## config.mk

```make
export PLATFORM = sky130hd
export DESIGN_NAME = ntm_matrix_mod
export DESIGN_NICKNAME = d
export VERILOG_FILES = /design/src/hdl/ntm_matrix_pkg.sv /design/src/hdl/ntm_matrix_sequencer.sv /design/src/hdl/ntm_operand_buffer.sv /design/src/hdl/ntm_scalar_mod.sv /design/src/hdl/ntm_matrix_mod.sv
export VERILOG_INCLUDE_DIRS = /design/src /design/src/hdl
export SDC_FILE = /design/constraint.sdc
export NUM_CORES = 1
export LEC_CHECK = 0
export ABC_AREA = 1
export ABC_CLOCK_PERIOD_IN_PS = 6000
export BUFFER_PORTS_ARGS = -buffer_cell sky130_fd_sc_hd__buf_4
export CAP_MARGIN = 20
export CORE_MARGIN = 1.5
export CORE_UTILIZATION = 32
export DETAILED_ROUTE_END_ITERATION = 10
export RECOVER_POWER = 50
export SKIP_CTS_REPAIR_TIMING = 1
export SYNTH_ARGS = -nofsm -noshare
export SYNTH_HDL_FRONTEND = slang
export SYNTH_SLANG_ARGS = --single-unit
```

## constraint.sdc

```tcl
create_clock -name CLK -period 6 [get_ports CLK]
set_clock_uncertainty 0.15 [all_clocks]
set_input_delay 0.6 -clock CLK [delete_from_list [all_inputs] [get_ports CLK]]
set_output_delay 0.6 -clock CLK [all_outputs]
set_load 0.02 [all_outputs]
```

## src/hdl/ntm_matrix_params.svh

```systemverilog
////////////////////////////////////////////////////////////////////////////
// NTM matrix modulo, shared sizes
// Element width, index width and operand buffer depth
////////////////////////////////////////////////////////////////////////////

`ifndef NTM_MATRIX_PARAMS_SVH
`define NTM_MATRIX_PARAMS_SVH

// Element, modulus and result width
`define NTM_DATA_WIDTH 16

// Matrix sizes and row/column indices
`define NTM_INDEX_WIDTH 8

// Operand buffer entries, power of two
`define NTM_BUFFER_DEPTH 4

// Occupancy count, holds 0 to NTM_BUFFER_DEPTH
`define NTM_COUNT_WIDTH 3

`endif

```

## src/hdl/ntm_matrix_pkg.sv

```systemverilog
////////////////////////////////////////////////////////////////////////////
// NTM matrix modulo, shared types
// Element and index words used across the datapath
////////////////////////////////////////////////////////////////////////////

`include "ntm_matrix_params.svh"

package ntm_matrix_pkg;

  //////////////////////////////////////////////////////////////////////////
  // Data words
  //////////////////////////////////////////////////////////////////////////

  // Element, modulus or remainder
  typedef logic [`NTM_DATA_WIDTH-1:0] data_t;

  //////////////////////////////////////////////////////////////////////////
  // Matrix geometry
  //////////////////////////////////////////////////////////////////////////

  // Row/column size or running index
  typedef logic [`NTM_INDEX_WIDTH-1:0] index_t;

endpackage

```

## src/hdl/ntm_matrix_sequencer.sv

```systemverilog
////////////////////////////////////////////////////////////////////////////
// NTM matrix sequencer
// Walks rows and columns of the incoming matrix, accepts the expected
// strobe and pushes each element with its row-last and matrix-last tags
////////////////////////////////////////////////////////////////////////////

module ntm_matrix_sequencer (
  // Global
  input  logic                   CLK,
  input  logic                   RST,

  // Control
  input  logic                   start,
  input  ntm_matrix_pkg::index_t size_i,
  input  ntm_matrix_pkg::index_t size_j,

  // Element stream
  input  logic                   data_in_i_enable,
  input  logic                   data_in_j_enable,
  input  ntm_matrix_pkg::data_t  data_in,
  input  ntm_matrix_pkg::data_t  modulo_in,

  // Towards operand buffer
  output logic                   push,
  output ntm_matrix_pkg::data_t  push_data,
  output ntm_matrix_pkg::data_t  push_modulo,
  output logic                   push_row_last,
  output logic                   push_matrix_last
);

  //////////////////////////////////////////////////////////////////////////
  // Constants
  //////////////////////////////////////////////////////////////////////////

  // FSM encoding
  localparam logic [1:0] ST_IDLE = 2'd0;
  localparam logic [1:0] ST_ROW  = 2'd1;
  localparam logic [1:0] ST_COL  = 2'd2;

  localparam ntm_matrix_pkg::index_t IDX_ZERO = '0;
  localparam ntm_matrix_pkg::index_t IDX_ONE  = 1;

  //////////////////////////////////////////////////////////////////////////
  // Signals
  //////////////////////////////////////////////////////////////////////////

  logic [1:0]             state;

  // Sizes latched at start
  ntm_matrix_pkg::index_t size_i_r;
  ntm_matrix_pkg::index_t size_j_r;

  // Position of the next expected element
  ntm_matrix_pkg::index_t idx_i;
  ntm_matrix_pkg::index_t idx_j;

  logic                   accept;
  logic                   col_end;
  logic                   row_end;

  //////////////////////////////////////////////////////////////////////////
  // Body
  //////////////////////////////////////////////////////////////////////////

  // Row head needs i strobe, rest of the row needs j strobe
  assign accept = ((state == ST_ROW) && data_in_i_enable) ||
                  ((state == ST_COL) && data_in_j_enable);

  // Last column of current row, last row of matrix
  assign col_end = (idx_j == (size_j_r - IDX_ONE));
  assign row_end = (idx_i == (size_i_r - IDX_ONE));

  // Control walk
  always_ff @(posedge CLK or posedge RST) begin
    if (RST) begin
      state            <= ST_IDLE;
      idx_i            <= IDX_ZERO;
      idx_j            <= IDX_ZERO;
      push             <= 1'b0;
      push_row_last    <= 1'b0;
      push_matrix_last <= 1'b0;
    end else begin
      // One push per accepted strobe, one cycle later
      push <= accept;

      case (state)
        ST_IDLE: begin
          if (start) begin
            idx_i <= IDX_ZERO;
            idx_j <= IDX_ZERO;
            state <= ST_ROW;
          end
        end
        ST_ROW, ST_COL: begin
          if (accept) begin
            // Tags for this element
            push_row_last    <= col_end;
            push_matrix_last <= col_end && row_end;
            if (col_end) begin
              idx_j <= IDX_ZERO;
              if (row_end) begin
                // Whole matrix seen
                state <= ST_IDLE;
              end else begin
                idx_i <= idx_i + IDX_ONE;
                state <= ST_ROW;
              end
            end else begin
              idx_j <= idx_j + IDX_ONE;
              state <= ST_COL;
            end
          end
        end
        default: begin
          state <= ST_IDLE;
        end
      endcase
    end
  end

  // Sizes and operand capture
  always_ff @(posedge CLK) begin
    if ((state == ST_IDLE) && start) begin
      size_i_r <= size_i;
      size_j_r <= size_j;
    end
    if (accept) begin
      push_data   <= data_in;
      push_modulo <= modulo_in;
    end
  end

endmodule

```

## src/hdl/ntm_operand_buffer.sv

```systemverilog
////////////////////////////////////////////////////////////////////////////
// NTM operand buffer
// Show-ahead circular FIFO holding element, modulus and tag bits
////////////////////////////////////////////////////////////////////////////

`include "ntm_matrix_params.svh"

module ntm_operand_buffer (
  // Global
  input  logic                         CLK,
  input  logic                         RST,

  // Write side
  input  logic                         push,
  input  ntm_matrix_pkg::data_t        push_data,
  input  ntm_matrix_pkg::data_t        push_modulo,
  input  logic                         push_row_last,
  input  logic                         push_matrix_last,

  // Read side
  input  logic                         pop,
  output ntm_matrix_pkg::data_t        head_data,
  output ntm_matrix_pkg::data_t        head_modulo,
  output logic                         head_row_last,
  output logic                         head_matrix_last,

  // Status
  output logic                         empty,
  output logic [`NTM_COUNT_WIDTH-1:0]  count
);

  //////////////////////////////////////////////////////////////////////////
  // Constants
  //////////////////////////////////////////////////////////////////////////

  localparam int PTR_W = $clog2(`NTM_BUFFER_DEPTH);

  localparam logic [`NTM_COUNT_WIDTH-1:0] FULL_COUNT = `NTM_BUFFER_DEPTH;
  localparam logic [`NTM_COUNT_WIDTH-1:0] ONE_COUNT  = 1;

  //////////////////////////////////////////////////////////////////////////
  // Signals
  //////////////////////////////////////////////////////////////////////////

  // Storage, one array per field
  ntm_matrix_pkg::data_t mem_data   [`NTM_BUFFER_DEPTH];
  ntm_matrix_pkg::data_t mem_modulo [`NTM_BUFFER_DEPTH];
  logic                  mem_row_last    [`NTM_BUFFER_DEPTH];
  logic                  mem_matrix_last [`NTM_BUFFER_DEPTH];

  logic [PTR_W-1:0]      wr_ptr;
  logic [PTR_W-1:0]      rd_ptr;

  logic                  do_push;
  logic                  do_pop;

  //////////////////////////////////////////////////////////////////////////
  // Body
  //////////////////////////////////////////////////////////////////////////

  assign empty = (count == '0);

  // Drop push when full, ignore pop when empty
  assign do_push = push && (count != FULL_COUNT);
  assign do_pop  = pop && !empty;

  // Head entry visible without a pop
  assign head_data        = mem_data[rd_ptr];
  assign head_modulo      = mem_modulo[rd_ptr];
  assign head_row_last    = mem_row_last[rd_ptr];
  assign head_matrix_last = mem_matrix_last[rd_ptr];

  // Pointers and occupancy
  always_ff @(posedge CLK or posedge RST) begin
    if (RST) begin
      wr_ptr <= '0;
      rd_ptr <= '0;
      count  <= '0;
    end else begin
      // Pointers wrap naturally, depth is a power of two
      if (do_push) begin
        wr_ptr <= wr_ptr + 1'b1;
      end
      if (do_pop) begin
        rd_ptr <= rd_ptr + 1'b1;
      end
      case ({do_push, do_pop})
        2'b10:   count <= count + ONE_COUNT;
        2'b01:   count <= count - ONE_COUNT;
        default: count <= count;
      endcase
    end
  end

  // Entry write
  always_ff @(posedge CLK) begin
    if (do_push) begin
      mem_data[wr_ptr]        <= push_data;
      mem_modulo[wr_ptr]      <= push_modulo;
      mem_row_last[wr_ptr]    <= push_row_last;
      mem_matrix_last[wr_ptr] <= push_matrix_last;
    end
  end

endmodule

```

## src/hdl/ntm_scalar_mod.sv

```systemverilog
////////////////////////////////////////////////////////////////////////////
// NTM scalar modulo
// Bit-serial restoring remainder, one dividend bit per cycle,
// drives the result word and the output strobes
////////////////////////////////////////////////////////////////////////////

`include "ntm_matrix_params.svh"

module ntm_scalar_mod (
  // Global
  input  logic                  CLK,
  input  logic                  RST,

  // From operand buffer
  input  logic                  empty,
  input  ntm_matrix_pkg::data_t head_data,
  input  ntm_matrix_pkg::data_t head_modulo,
  input  logic                  head_row_last,
  input  logic                  head_matrix_last,
  output logic                  pop,

  // Result
  output ntm_matrix_pkg::data_t data_out,
  output logic                  data_out_i_enable,
  output logic                  data_out_j_enable,
  output logic                  ready
);

  //////////////////////////////////////////////////////////////////////////
  // Constants
  //////////////////////////////////////////////////////////////////////////

  localparam int W      = `NTM_DATA_WIDTH;
  localparam int STEP_W = $clog2(W);

  localparam logic [STEP_W-1:0] LAST_STEP = STEP_W'(W - 1);

  //////////////////////////////////////////////////////////////////////////
  // Signals
  //////////////////////////////////////////////////////////////////////////

  logic                  busy;
  logic [STEP_W-1:0]     step;

  // Operands, rotated dividend and partial remainder
  ntm_matrix_pkg::data_t div_r;
  ntm_matrix_pkg::data_t mod_r;
  ntm_matrix_pkg::data_t rem_r;
  logic                  row_last_r;
  logic                  matrix_last_r;

  // One restoring step
  logic [W:0]            trial;
  logic [W:0]            diff;
  ntm_matrix_pkg::data_t rem_next;
  ntm_matrix_pkg::data_t div_rot;
  ntm_matrix_pkg::data_t result;

  //////////////////////////////////////////////////////////////////////////
  // Body
  //////////////////////////////////////////////////////////////////////////

  // Take head as soon as engine is free
  assign pop = !busy && !empty;

  // Bring down next dividend bit, subtract if it fits
  assign trial    = {rem_r, div_r[W-1]};
  assign diff     = trial - {1'b0, mod_r};
  assign rem_next = (trial >= {1'b0, mod_r}) ? diff[W-1:0] : trial[W-1:0];

  // Full rotation restores the original element
  assign div_rot = {div_r[W-2:0], div_r[W-1]};

  // Zero modulus passes the element through
  assign result = (mod_r == '0) ? div_rot : rem_next;

  // Step control and output strobes
  always_ff @(posedge CLK or posedge RST) begin
    if (RST) begin
      busy              <= 1'b0;
      step              <= '0;
      data_out          <= '0;
      data_out_i_enable <= 1'b0;
      data_out_j_enable <= 1'b0;
      ready             <= 1'b0;
    end else begin
      // Strobes are single-cycle pulses
      data_out_i_enable <= 1'b0;
      data_out_j_enable <= 1'b0;
      ready             <= 1'b0;
      if (pop) begin
        busy <= 1'b1;
        step <= '0;
      end else if (busy) begin
        step <= step + 1'b1;
        if (step == LAST_STEP) begin
          busy              <= 1'b0;
          data_out          <= result;
          data_out_j_enable <= 1'b1;
          data_out_i_enable <= row_last_r;
          ready             <= matrix_last_r;
        end
      end
    end
  end

  // Operand load and remainder datapath
  always_ff @(posedge CLK) begin
    if (pop) begin
      div_r         <= head_data;
      mod_r         <= head_modulo;
      rem_r         <= '0;
      row_last_r    <= head_row_last;
      matrix_last_r <= head_matrix_last;
    end else if (busy) begin
      div_r <= div_rot;
      rem_r <= rem_next;
    end
  end

endmodule

```

## src/hdl/ntm_matrix_mod.sv

```systemverilog
////////////////////////////////////////////////////////////////////////////
// NTM matrix modulo, top level
// Sequencer feeds the operand buffer, remainder unit drains it
////////////////////////////////////////////////////////////////////////////

module ntm_matrix_mod (
  // Global
  input  logic                   CLK,
  input  logic                   RST,

  // Control
  input  logic                   start,
  output logic                   ready,

  // Matrix geometry
  input  ntm_matrix_pkg::index_t size_i,
  input  ntm_matrix_pkg::index_t size_j,

  // Element stream in
  input  logic                   data_in_i_enable,
  input  logic                   data_in_j_enable,
  input  ntm_matrix_pkg::data_t  data_in,
  input  ntm_matrix_pkg::data_t  modulo_in,

  // Result stream out
  output logic                   data_out_i_enable,
  output logic                   data_out_j_enable,
  output ntm_matrix_pkg::data_t  data_out
);

  //////////////////////////////////////////////////////////////////////////
  // Signals
  //////////////////////////////////////////////////////////////////////////

  // Sequencer to buffer
  logic                  push;
  ntm_matrix_pkg::data_t push_data;
  ntm_matrix_pkg::data_t push_modulo;
  logic                  push_row_last;
  logic                  push_matrix_last;

  // Buffer to remainder unit
  logic                  pop;
  logic                  empty;
  ntm_matrix_pkg::data_t head_data;
  ntm_matrix_pkg::data_t head_modulo;
  logic                  head_row_last;
  logic                  head_matrix_last;

  //////////////////////////////////////////////////////////////////////////
  // Body
  //////////////////////////////////////////////////////////////////////////

  // Row/column walk and tagging
  ntm_matrix_sequencer sequencer (
    .CLK              (CLK),
    .RST              (RST),
    .start            (start),
    .size_i           (size_i),
    .size_j           (size_j),
    .data_in_i_enable (data_in_i_enable),
    .data_in_j_enable (data_in_j_enable),
    .data_in          (data_in),
    .modulo_in        (modulo_in),
    .push             (push),
    .push_data        (push_data),
    .push_modulo      (push_modulo),
    .push_row_last    (push_row_last),
    .push_matrix_last (push_matrix_last)
  );

  // Elements in flight, count only watched by checks
  ntm_operand_buffer operand_buffer (
    .CLK              (CLK),
    .RST              (RST),
    .push             (push),
    .push_data        (push_data),
    .push_modulo      (push_modulo),
    .push_row_last    (push_row_last),
    .push_matrix_last (push_matrix_last),
    .pop              (pop),
    .head_data        (head_data),
    .head_modulo      (head_modulo),
    .head_row_last    (head_row_last),
    .head_matrix_last (head_matrix_last),
    .empty            (empty),
    .count            ()
  );

  // Remainder engine
  ntm_scalar_mod scalar_mod (
    .CLK               (CLK),
    .RST               (RST),
    .empty             (empty),
    .head_data         (head_data),
    .head_modulo       (head_modulo),
    .head_row_last     (head_row_last),
    .head_matrix_last  (head_matrix_last),
    .pop               (pop),
    .data_out          (data_out),
    .data_out_i_enable (data_out_i_enable),
    .data_out_j_enable (data_out_j_enable),
    .ready             (ready)
  );

endmodule

```

==> results of run 1 <==
[routing by layer]
| metal | wire length [µm] | GRT usage (%) | up-vias |
|---|---|---|---|
| li1 | - | - | 4386 |
| met1 | 12580 | 18.23 | 4110 |
| met2 | 12810 | 22.01 | 209 |
| met3 | 1571 | 2.557 | 38 |
| met4 | 508 | 2.884 | 0 |
| met5 | 0 | 0 | - |
[synthesized netlist by cell type]
cell      count  share of area [%]
nor3_2        1              0.078
o22ai_1      20               0.97
a21oi_4       1               0.13
a21oi_2       1              0.068
a31oi_1      19               0.92
buf_2         7               0.27
nand2_4       3               0.26
xor2_1       20                1.4
nor2_2        6               0.29
o21ai_0     101                3.9
xnor2_1       6               0.41
dfrtp_1      52                 10
clkinv_1      2              0.058
nor3_1        3               0.12
fa_1          2               0.31
ha_1         30                2.9
nand3b_1      1              0.058
or2_2         2              0.097
nand2_2      15               0.73
a22o_1        1              0.068
buf_6         2               0.18
and2_1        2              0.097
buf_1         3              0.088
nand4_1      14               0.68
a21oi_1      19               0.74
inv_1       123                3.6
o21ai_1       2              0.078
nand4_2       1              0.097
nor2_1      173                5.1
dfxtp_1      16                2.5
inv_2         4               0.12
o21bai_1      1              0.058
nand3_2       6               0.47
nand2_1     286                8.4
nand3_1      63                2.5
buf_12        1               0.16
edfxtp_1    218                 51
o21bai_4      1               0.15
clkbuf_1     26               0.76
nor4_1        4               0.19
buf_4         1              0.058
[worst max-delay path by stage]
| stage | start | slack, ns | cells after the start | to |
|---|---|---|---|---|
| finish | operand_buffer.rd_ptr[0] | 2.40 | 5 | scalar_mod.div_r[0] |
| global route | operand_buffer.rd_ptr[0] | 1.82 | 5 | scalar_mod.div_r[0] |
| floorplan | scalar_mod.busy | 3.13 | 11 | operand_buffer.count[2] |
| CTS | scalar_mod.busy | 3.01 | 10 | operand_buffer.count[2] |
| global placement | scalar_mod.busy | 3.05 | 10 | operand_buffer.count[2] |
| detailed placement | scalar_mod.busy | 3.01 | 10 | operand_buffer.count[2] |
[stage by stage]
stage          hold WS (ns)  std cells  util [%]
4_1_cts             0.02940       1884     37.97
3_5_place_dp         0.3273       1826     35.42
5_1_grt             0.05306       1884     37.74
6_report            0.08353       1884     37.74
3_3_place_gp         0.3215       1821     35.13
2_1_floorplan        0.2978       1259         -
[cell type report]
type                       instances  area share (%)
inverter                         129           3.236
clock inverter                    19           1.246
sequential                       286           54.60
timing repair buffer              82           4.081
tap                              525           4.390
clock buffer                      39           5.519
multi-input combinational        804           26.93
[flip-flops by register name (all words and copies together) (netlist names), 2 cells and up]
name,flops
operand_buffer.count,3
operand_buffer.mem_data,64
operand_buffer.mem_matrix_last,4
operand_buffer.mem_modulo,64
operand_buffer.mem_row_last,4
operand_buffer.rd_ptr,2
operand_buffer.wr_ptr,2
scalar_mod.data_out,16
scalar_mod.div_r,16
scalar_mod.mod_r,16
scalar_mod.rem_r,16
scalar_mod.step,4
sequencer.idx_i,8
sequencer.idx_j,8
sequencer.push_data,16
sequencer.push_modulo,16
sequencer.size_i_r,8
sequencer.size_j_r,8
sequencer.state,2
[power by group through the flow]
stage          logic (mW)  registers, mW  clock network, mW
3_5_place_dp         2.70           3.12                  0
4_1_cts              2.71           3.09               1.92
6_report             2.64           3.09               1.88
2_1_floorplan        1.93           3.04                  0
3_3_place_gp         2.61           3.12                  0
5_1_grt              3.00           3.14               2.01
[logic make-up (layout without fill, tap and decap cells)]
logic type / Yosys count / after routing / synth area share (%)
xor+xnor: 26 / 26 / 1.772
fa+ha+maj: 32 / 32 / 3.233
buf+inv: 169 / 269 / 5.277
simple gates: 580 / 580 / 19.04
flops: 286 / 286 / 63.56
compound gates: 166 / 166 / 7.118
==> metrics.yaml, run 1 <==
vias: 8743
period_minus_slack_ns: 3.602
root_buffer: "clkbuf_16"
leakage_nw: 6.236
ant_nets: 0
netlist_instances: 1259
grt_usage_pct: 13.34
maxCapViolCount: 2
start_util_pct: 32.42
crit_family: "buffers and inverters"
gp_congestion: 0.8446
reg2reg_slack_ns: 2.40
synth.distinct_cells: 41
layout_commonest_cell: "nand2_1"
cts_tree: "done"
grt_max_degree: 70
cts.sinks: 286
p_sw_mw: 2.894
core.rowCount: 73
holdPathEnd: "sequencer.size_i_r[5]"
slew_headroom_pct: -100.7
p_total_mw: 7.613
maxSlewViolCount: 123
clkTransAtPathRegs_ns: 0.06
place_hpwl_mm: 18.67
die_h_um: 203.4
drc: 0
grt_pass1_wl_mm: 44.23
cp.required_ns: 6.26
setup.worst_path.end_class: "register"
io_pins: 72
regArea_um2: 8169
critPathSlowestCell: "clkbuf_1"
start_kind: "register"
cts_made_buffers: 31
path_max_fanout: 69
avgSynthCellArea_um2: 10.21
synth.ff_latch_count: 286
placed_area_um2: 14040
die_area_um2: 41370
critPathMostFrequentCell: "o21ai_0"
fin_tns_setup_ns: 0
diodes: 0
cts.path.max_buffers: 3
seqPwrFrac_pct: 40.6
hold_depth: 1
io_buffers: 71
hp-class: "in2reg"
synth-seq-area-share_pct: 63.56
ir_drop_v: 0.0002445
grt_overflow: 0
max_freq_ghz: 0.2776
dp_slack_ns: 3.013
p_int_mw: 4.720
status: "finished with violations"
grt_pass1_vias: 8467
drtPass1Iterations: 6
power.density_nw_per_um2: 508.9
cp.arrival_ns: 3.86
reg2reg_from: "operand_buffer.rd_ptr[0]"
min_period_over_period_pct: 60.03
drive_above_1_share_pct: 11.41
finalSetupViolations: 0
postLayoutCellArea_um2: 14960
syn2layout_area_growth_pct: 16.44
synth_warnings: 0
violations: "capacitance limit, slew limit"
nets: 1419
setup_slack_ns: 2.398
min-delay-start: "size_i[5]"
final_cell_mix: "285 x nand2_1, 218 x edfxtp_1, 170 x nor2_1"
switching_share_pct: 38.01
drt_iter0_drc: 641
tightestPinTransition_ns: 3.011
p_clk_share_pct: 24.7
syn_area_um2: 12850
rsz0062_at_grt: "false"
totalWireLength_mm: 27.47
worst-path-buf-inv: 1
cp_cell_sequence: "clkbuf_1, o21ai_0, o22ai_1, nand2_1, o21ai_0"
critPathMaxStageDelay_ns: 2.12
final_hold_viol_count: 0
worstReg2RegEnd: "scalar_mod.div_r[0]"
reg2reg_depth: 5
antenna_found_initial: 0
combinationalPowerShare_pct: 34.7
core_area_um2: 39640
viasPerCell: 4.641
multi_input_area_um2: 4029
cts_max_level: 1
wire_per_inst_um: 14.58
fillers: 3907
clk_latency_ns: 0.56
die_w_um: 203.4
path_class: "reg2reg"
synthesis.nets: 1344
No activity file was read; power rests on OpenSTA's default activity.
==> inputs of run 2 (changes only) <==
--- a/config.mk
+++ b/config.mk
@@ -6,8 +6,8 @@
 export SDC_FILE = /design/constraint.sdc
 export NUM_CORES = 1
 export LEC_CHECK = 0
-export ABC_AREA = 1
-export ABC_CLOCK_PERIOD_IN_PS = 6000
+export ABC_AREA = 0
+export ABC_CLOCK_PERIOD_IN_PS = 3050
 export BUFFER_PORTS_ARGS = -buffer_cell sky130_fd_sc_hd__buf_4
 export CAP_MARGIN = 20
 export CORE_MARGIN = 1.5
==> constraint.sdc (replaced) <==
create_clock -name CLK -period 3.05 [get_ports CLK]
set_clock_uncertainty 0.15 [all_clocks]
set_input_delay 0.305 -clock CLK [delete_from_list [all_inputs] [get_ports CLK]]
set_output_delay 0.305 -clock CLK [all_outputs]
set_load 0.02 [all_outputs]
==> metrics.yaml, run 2 <==
status: "finished, final reports clean"
max_freq_ghz: 0.3527  # +27%
drc: 0  # unchanged
synthTopCellsByCount: "218 x edfxtp_1, 64 x nand2_1, 52 x dfrtp_1, 52 x o21ai_0, 42 x nor2_1"
cts_made_buffers: 30  # -3.2%
die_area_um2: 39340  # -4.9%
core_area_um2: 37580  # -5.2%
cts.path.max_buffers: 3  # unchanged
slew_headroom_pct: 3.039  # +100 points
ir_drop_v: 0.0004109  # +68%
drtPass1Iterations: 5  # -1
leakage_nw: 5.480  # -12%
seqPwrFrac_pct: 43.1  # +2.5 points
antenna_found_initial: 0  # unchanged
min_period_over_period_pct: 92.96  # +33 points
cts.sinks: 286  # unchanged
wl_met3_mm: 1.062  # -32%
setup.worst_path.end_class: "register"
final_hold_viol_count: 0  # unchanged
hp-class: "in2reg"
vias: 7235  # -17%
tightestPinTransition_ns: 1.454  # -1.557 ns
path_max_fanout: 7  # -90%
finalSetupViolations: 0  # unchanged
root_buffer: "clkbuf_16"
synth.distinct_cells: 64  # +56%
wire_per_inst_um: 16.75  # +15%
ant_nets: 0  # unchanged
core.rowCount: 71  # -2.7%
fin_tns_setup_ns: 0  # unchanged
grt_max_degree: 53  # -24%
dr_wl_met2_mm: 12.58  # -1.7%
switching_share_pct: 33.42  # -4.6 points
rsz0062_at_grt: "false"
nets: 1070  # -25%
diodes: 0  # unchanged
cts_tree: "done"
cts_max_level: 1  # unchanged
synth_top_family_by_area: "multiplexers"
die_h_um: 198.3  # -2.5%
synth-adder-area-share_pct: 3.402  # +0.17 points
whs_ns: 0.05405  # -0.02949 ns
yosys.area_share.simple_pct: 7.695  # -11 points
synth-seq-area-share_pct: 66.89  # +3.3 points
synthesis.nets: 919  # -32%
final_cell_mix: "218 x edfxtp_1, 64 x nand2_1, 52 x o21ai_0"
power.density_nw_per_um2: 942.6  # +85%
synth.ff_latch_count: 286  # unchanged
grt_pass1_vias: 7102  # -16%
synth-async-reset-ratio_pct: 18.18  # unchanged
path_class: "reg2reg"
layout_commonest_cell: "edfxtp_1"
totalWireLength_mm: 25.44  # -7.4%
grt_pass1_wl_mm: 39.83  # -10%
drive_above_1_share_pct: 18.35  # +6.9 points
yosysMostFrequentCell: "edfxtp_1"
start_kind: "register"
p_sw_mw: 4.680  # +62%
wl_met1_mm: 11.39  # -9.5%
cp.arrival_ns: 3.16  # -0.70 ns
synthMuxAreaShare_pct: 8.812  # +8.8 points
io_buffers: 71  # unchanged
start_util_pct: 32.49  # +0.078 points
clk_latency_ns: 0.56  # about the same
synth-compound-area-share_pct: 8.023  # +0.91 points
synth_xor_xnor_area_share_pct: 3.013  # +1.2 points
p_int_mw: 9.324  # +98%
gp_congestion: 0.9081  # +7.5%
p_total_mw: 14.00  # +84%
synth_warnings: 0  # unchanged
syn2layout_area_growth_pct: 21.67
place_hpwl_mm: 17.25  # -7.6%
synth_edf_count: 218  # unchanged
netlist_instances: 834  # -34%
die_w_um: 198.3  # -2.5%
reg.largest.list: "operand_buffer.mem_data x64, operand_buffer.mem_modulo x64"
drt_iter0_drc: 548  # -15%
period_minus_slack_ns: 2.835  # -0.7667 ns
cp.required_ns: 3.38  # -2.88 ns
grt_overflow: 0  # unchanged
io_pins: 72  # unchanged
syn_area_um2: 12210  # -5.0%
top_layer: "met4"
combinationalPowerShare_pct: 31.7  # -3.0 points
clkTransAtPathRegs_ns: 0.06  # about the same
yosysTopAreaCellShare_pct: 53.61  # +2.7 points
maxCapViolCount: 0  # -2
synth_ff_type: "edfxtp_1"
p_clk_share_pct: 25.3  # +0.6 points
avgSynthCellArea_um2: 14.64  # +43%
synth_area_leader_cell: "edfxtp_1"
maxSlewViolCount: 0  # -100%
yosys-top-cells-area: "edfxtp_1 54%, dfrtp_1 11%, mux4_2 6.3%"
grt_usage_pct: 12.99  # -0.35 points
viasPerCell: 4.763  # +2.6%
run 2: changes by cell type in the layout (fill, tap and decap cells not counted), moves of 13 or more:
cell	delta
a31oi_1	-14
dlygate4sd3_1	+49
nand2_1	-221
mux2i_1	+13
xnor2_1	+15
nand3_1	-53
nand2_2	-16
a21oi_1	+18
o21ai_0	-49
inv_1	-82
o22ai_1	-18
mux2_2	+16
mux4_2	+34
nor2_1	-128
run 2: power by group through the flow:
| stage | Clock (mW) | Combinational [mW] | Sequential [mW] |
|---|---|---|---|
| after CTS | 3.63 | 4.52 | 6.06 |
| after global routing | 3.80 | 4.94 | 6.15 |
| after floorplan | 0 | 3.24 | 5.89 |
| final | 3.54 | 4.43 | 6.03 |
| after global placement | 0 | 4.44 | 6.09 |
| after detailed placement | 0 | 4.49 | 6.13 |
run 2: final cells by class:
type,instances,area (µm²)
fill,3492,22720
sequential,286,8169
multi-input combinational,480,3796
timing repair buffer,146,1139
clock buffer,39,784.5
tap,511,639.4
clock inverter,16,175.2
inverter,41,153.9
run 2: worst max-delay path: stages (launching register included):
cell and delay, ns:
edfxtp_1 0.49, or4_4 0.59, or3_1 0.32, a21o_1 0.21
a221oi_4 0.45, a211oi_2 0.20, nand4_1 0.16, mux2i_1 0.19
run 2: per-stage QoR:
stage / setup WS, ns / utilization [%] / std cells / instance area (µm²)
finish: 0.2149 / 39.54 / 1519 / 14860
global route: 0.06653 / 39.54 / 1519 / 14860
CTS: 0.1897 / 38.43 / 1470 / 14440
detailed placement: 0.1984 / 35.88 / 1415 / 13480
global placement: 0.2928 / 35.88 / 1415 / 13480
floorplan: 0.1679 / - / 834 / 12210
run 2: layer usage:
| metal | vias to the layer above | global-route usage (%) |
|---|---|---|
| li1 | 3469 | - |
| met1 | 3589 | 17.85 |
| met2 | 142 | 21.52 |
| met3 | 35 | 1.976 |
| met4 | 0 | 3.251 |
| met5 | - | 0 |
run 2: cell families after synthesis:
| logic type | Yosys count |
|---|---|
| XOR/XNOR | 42 |
| adder cells (fa/ha/maj) | 32 |
| buffers and inverters | 68 |
| AND/OR/NAND/NOR | 192 |
| multiplexers | 63 |
| flip-flops | 286 |
| AO/OA/AOI/OAI | 151 |
run 2: worst paths after layout:
kind / start / to / slack [ns] / cells after the start
worst min register to register: scalar_mod.matrix_last_r / scalar_mod.ready / 0.33 / 1
worst max register to register: sequencer.size_i_r[2] / sequencer.idx_i[5] / 0.21 / 7
worst max-delay path: sequencer.size_i_r[2] / sequencer.idx_i[5] / 0.21 / 7
min in group asynchronous: RST / scalar_mod.data_out_i_enable / 0.66 / 4
max in group asynchronous: RST / operand_buffer.rd_ptr[0] / 1.12 / 4
worst min-delay path: start / sequencer.idx_i[3] / 0.05 / 4
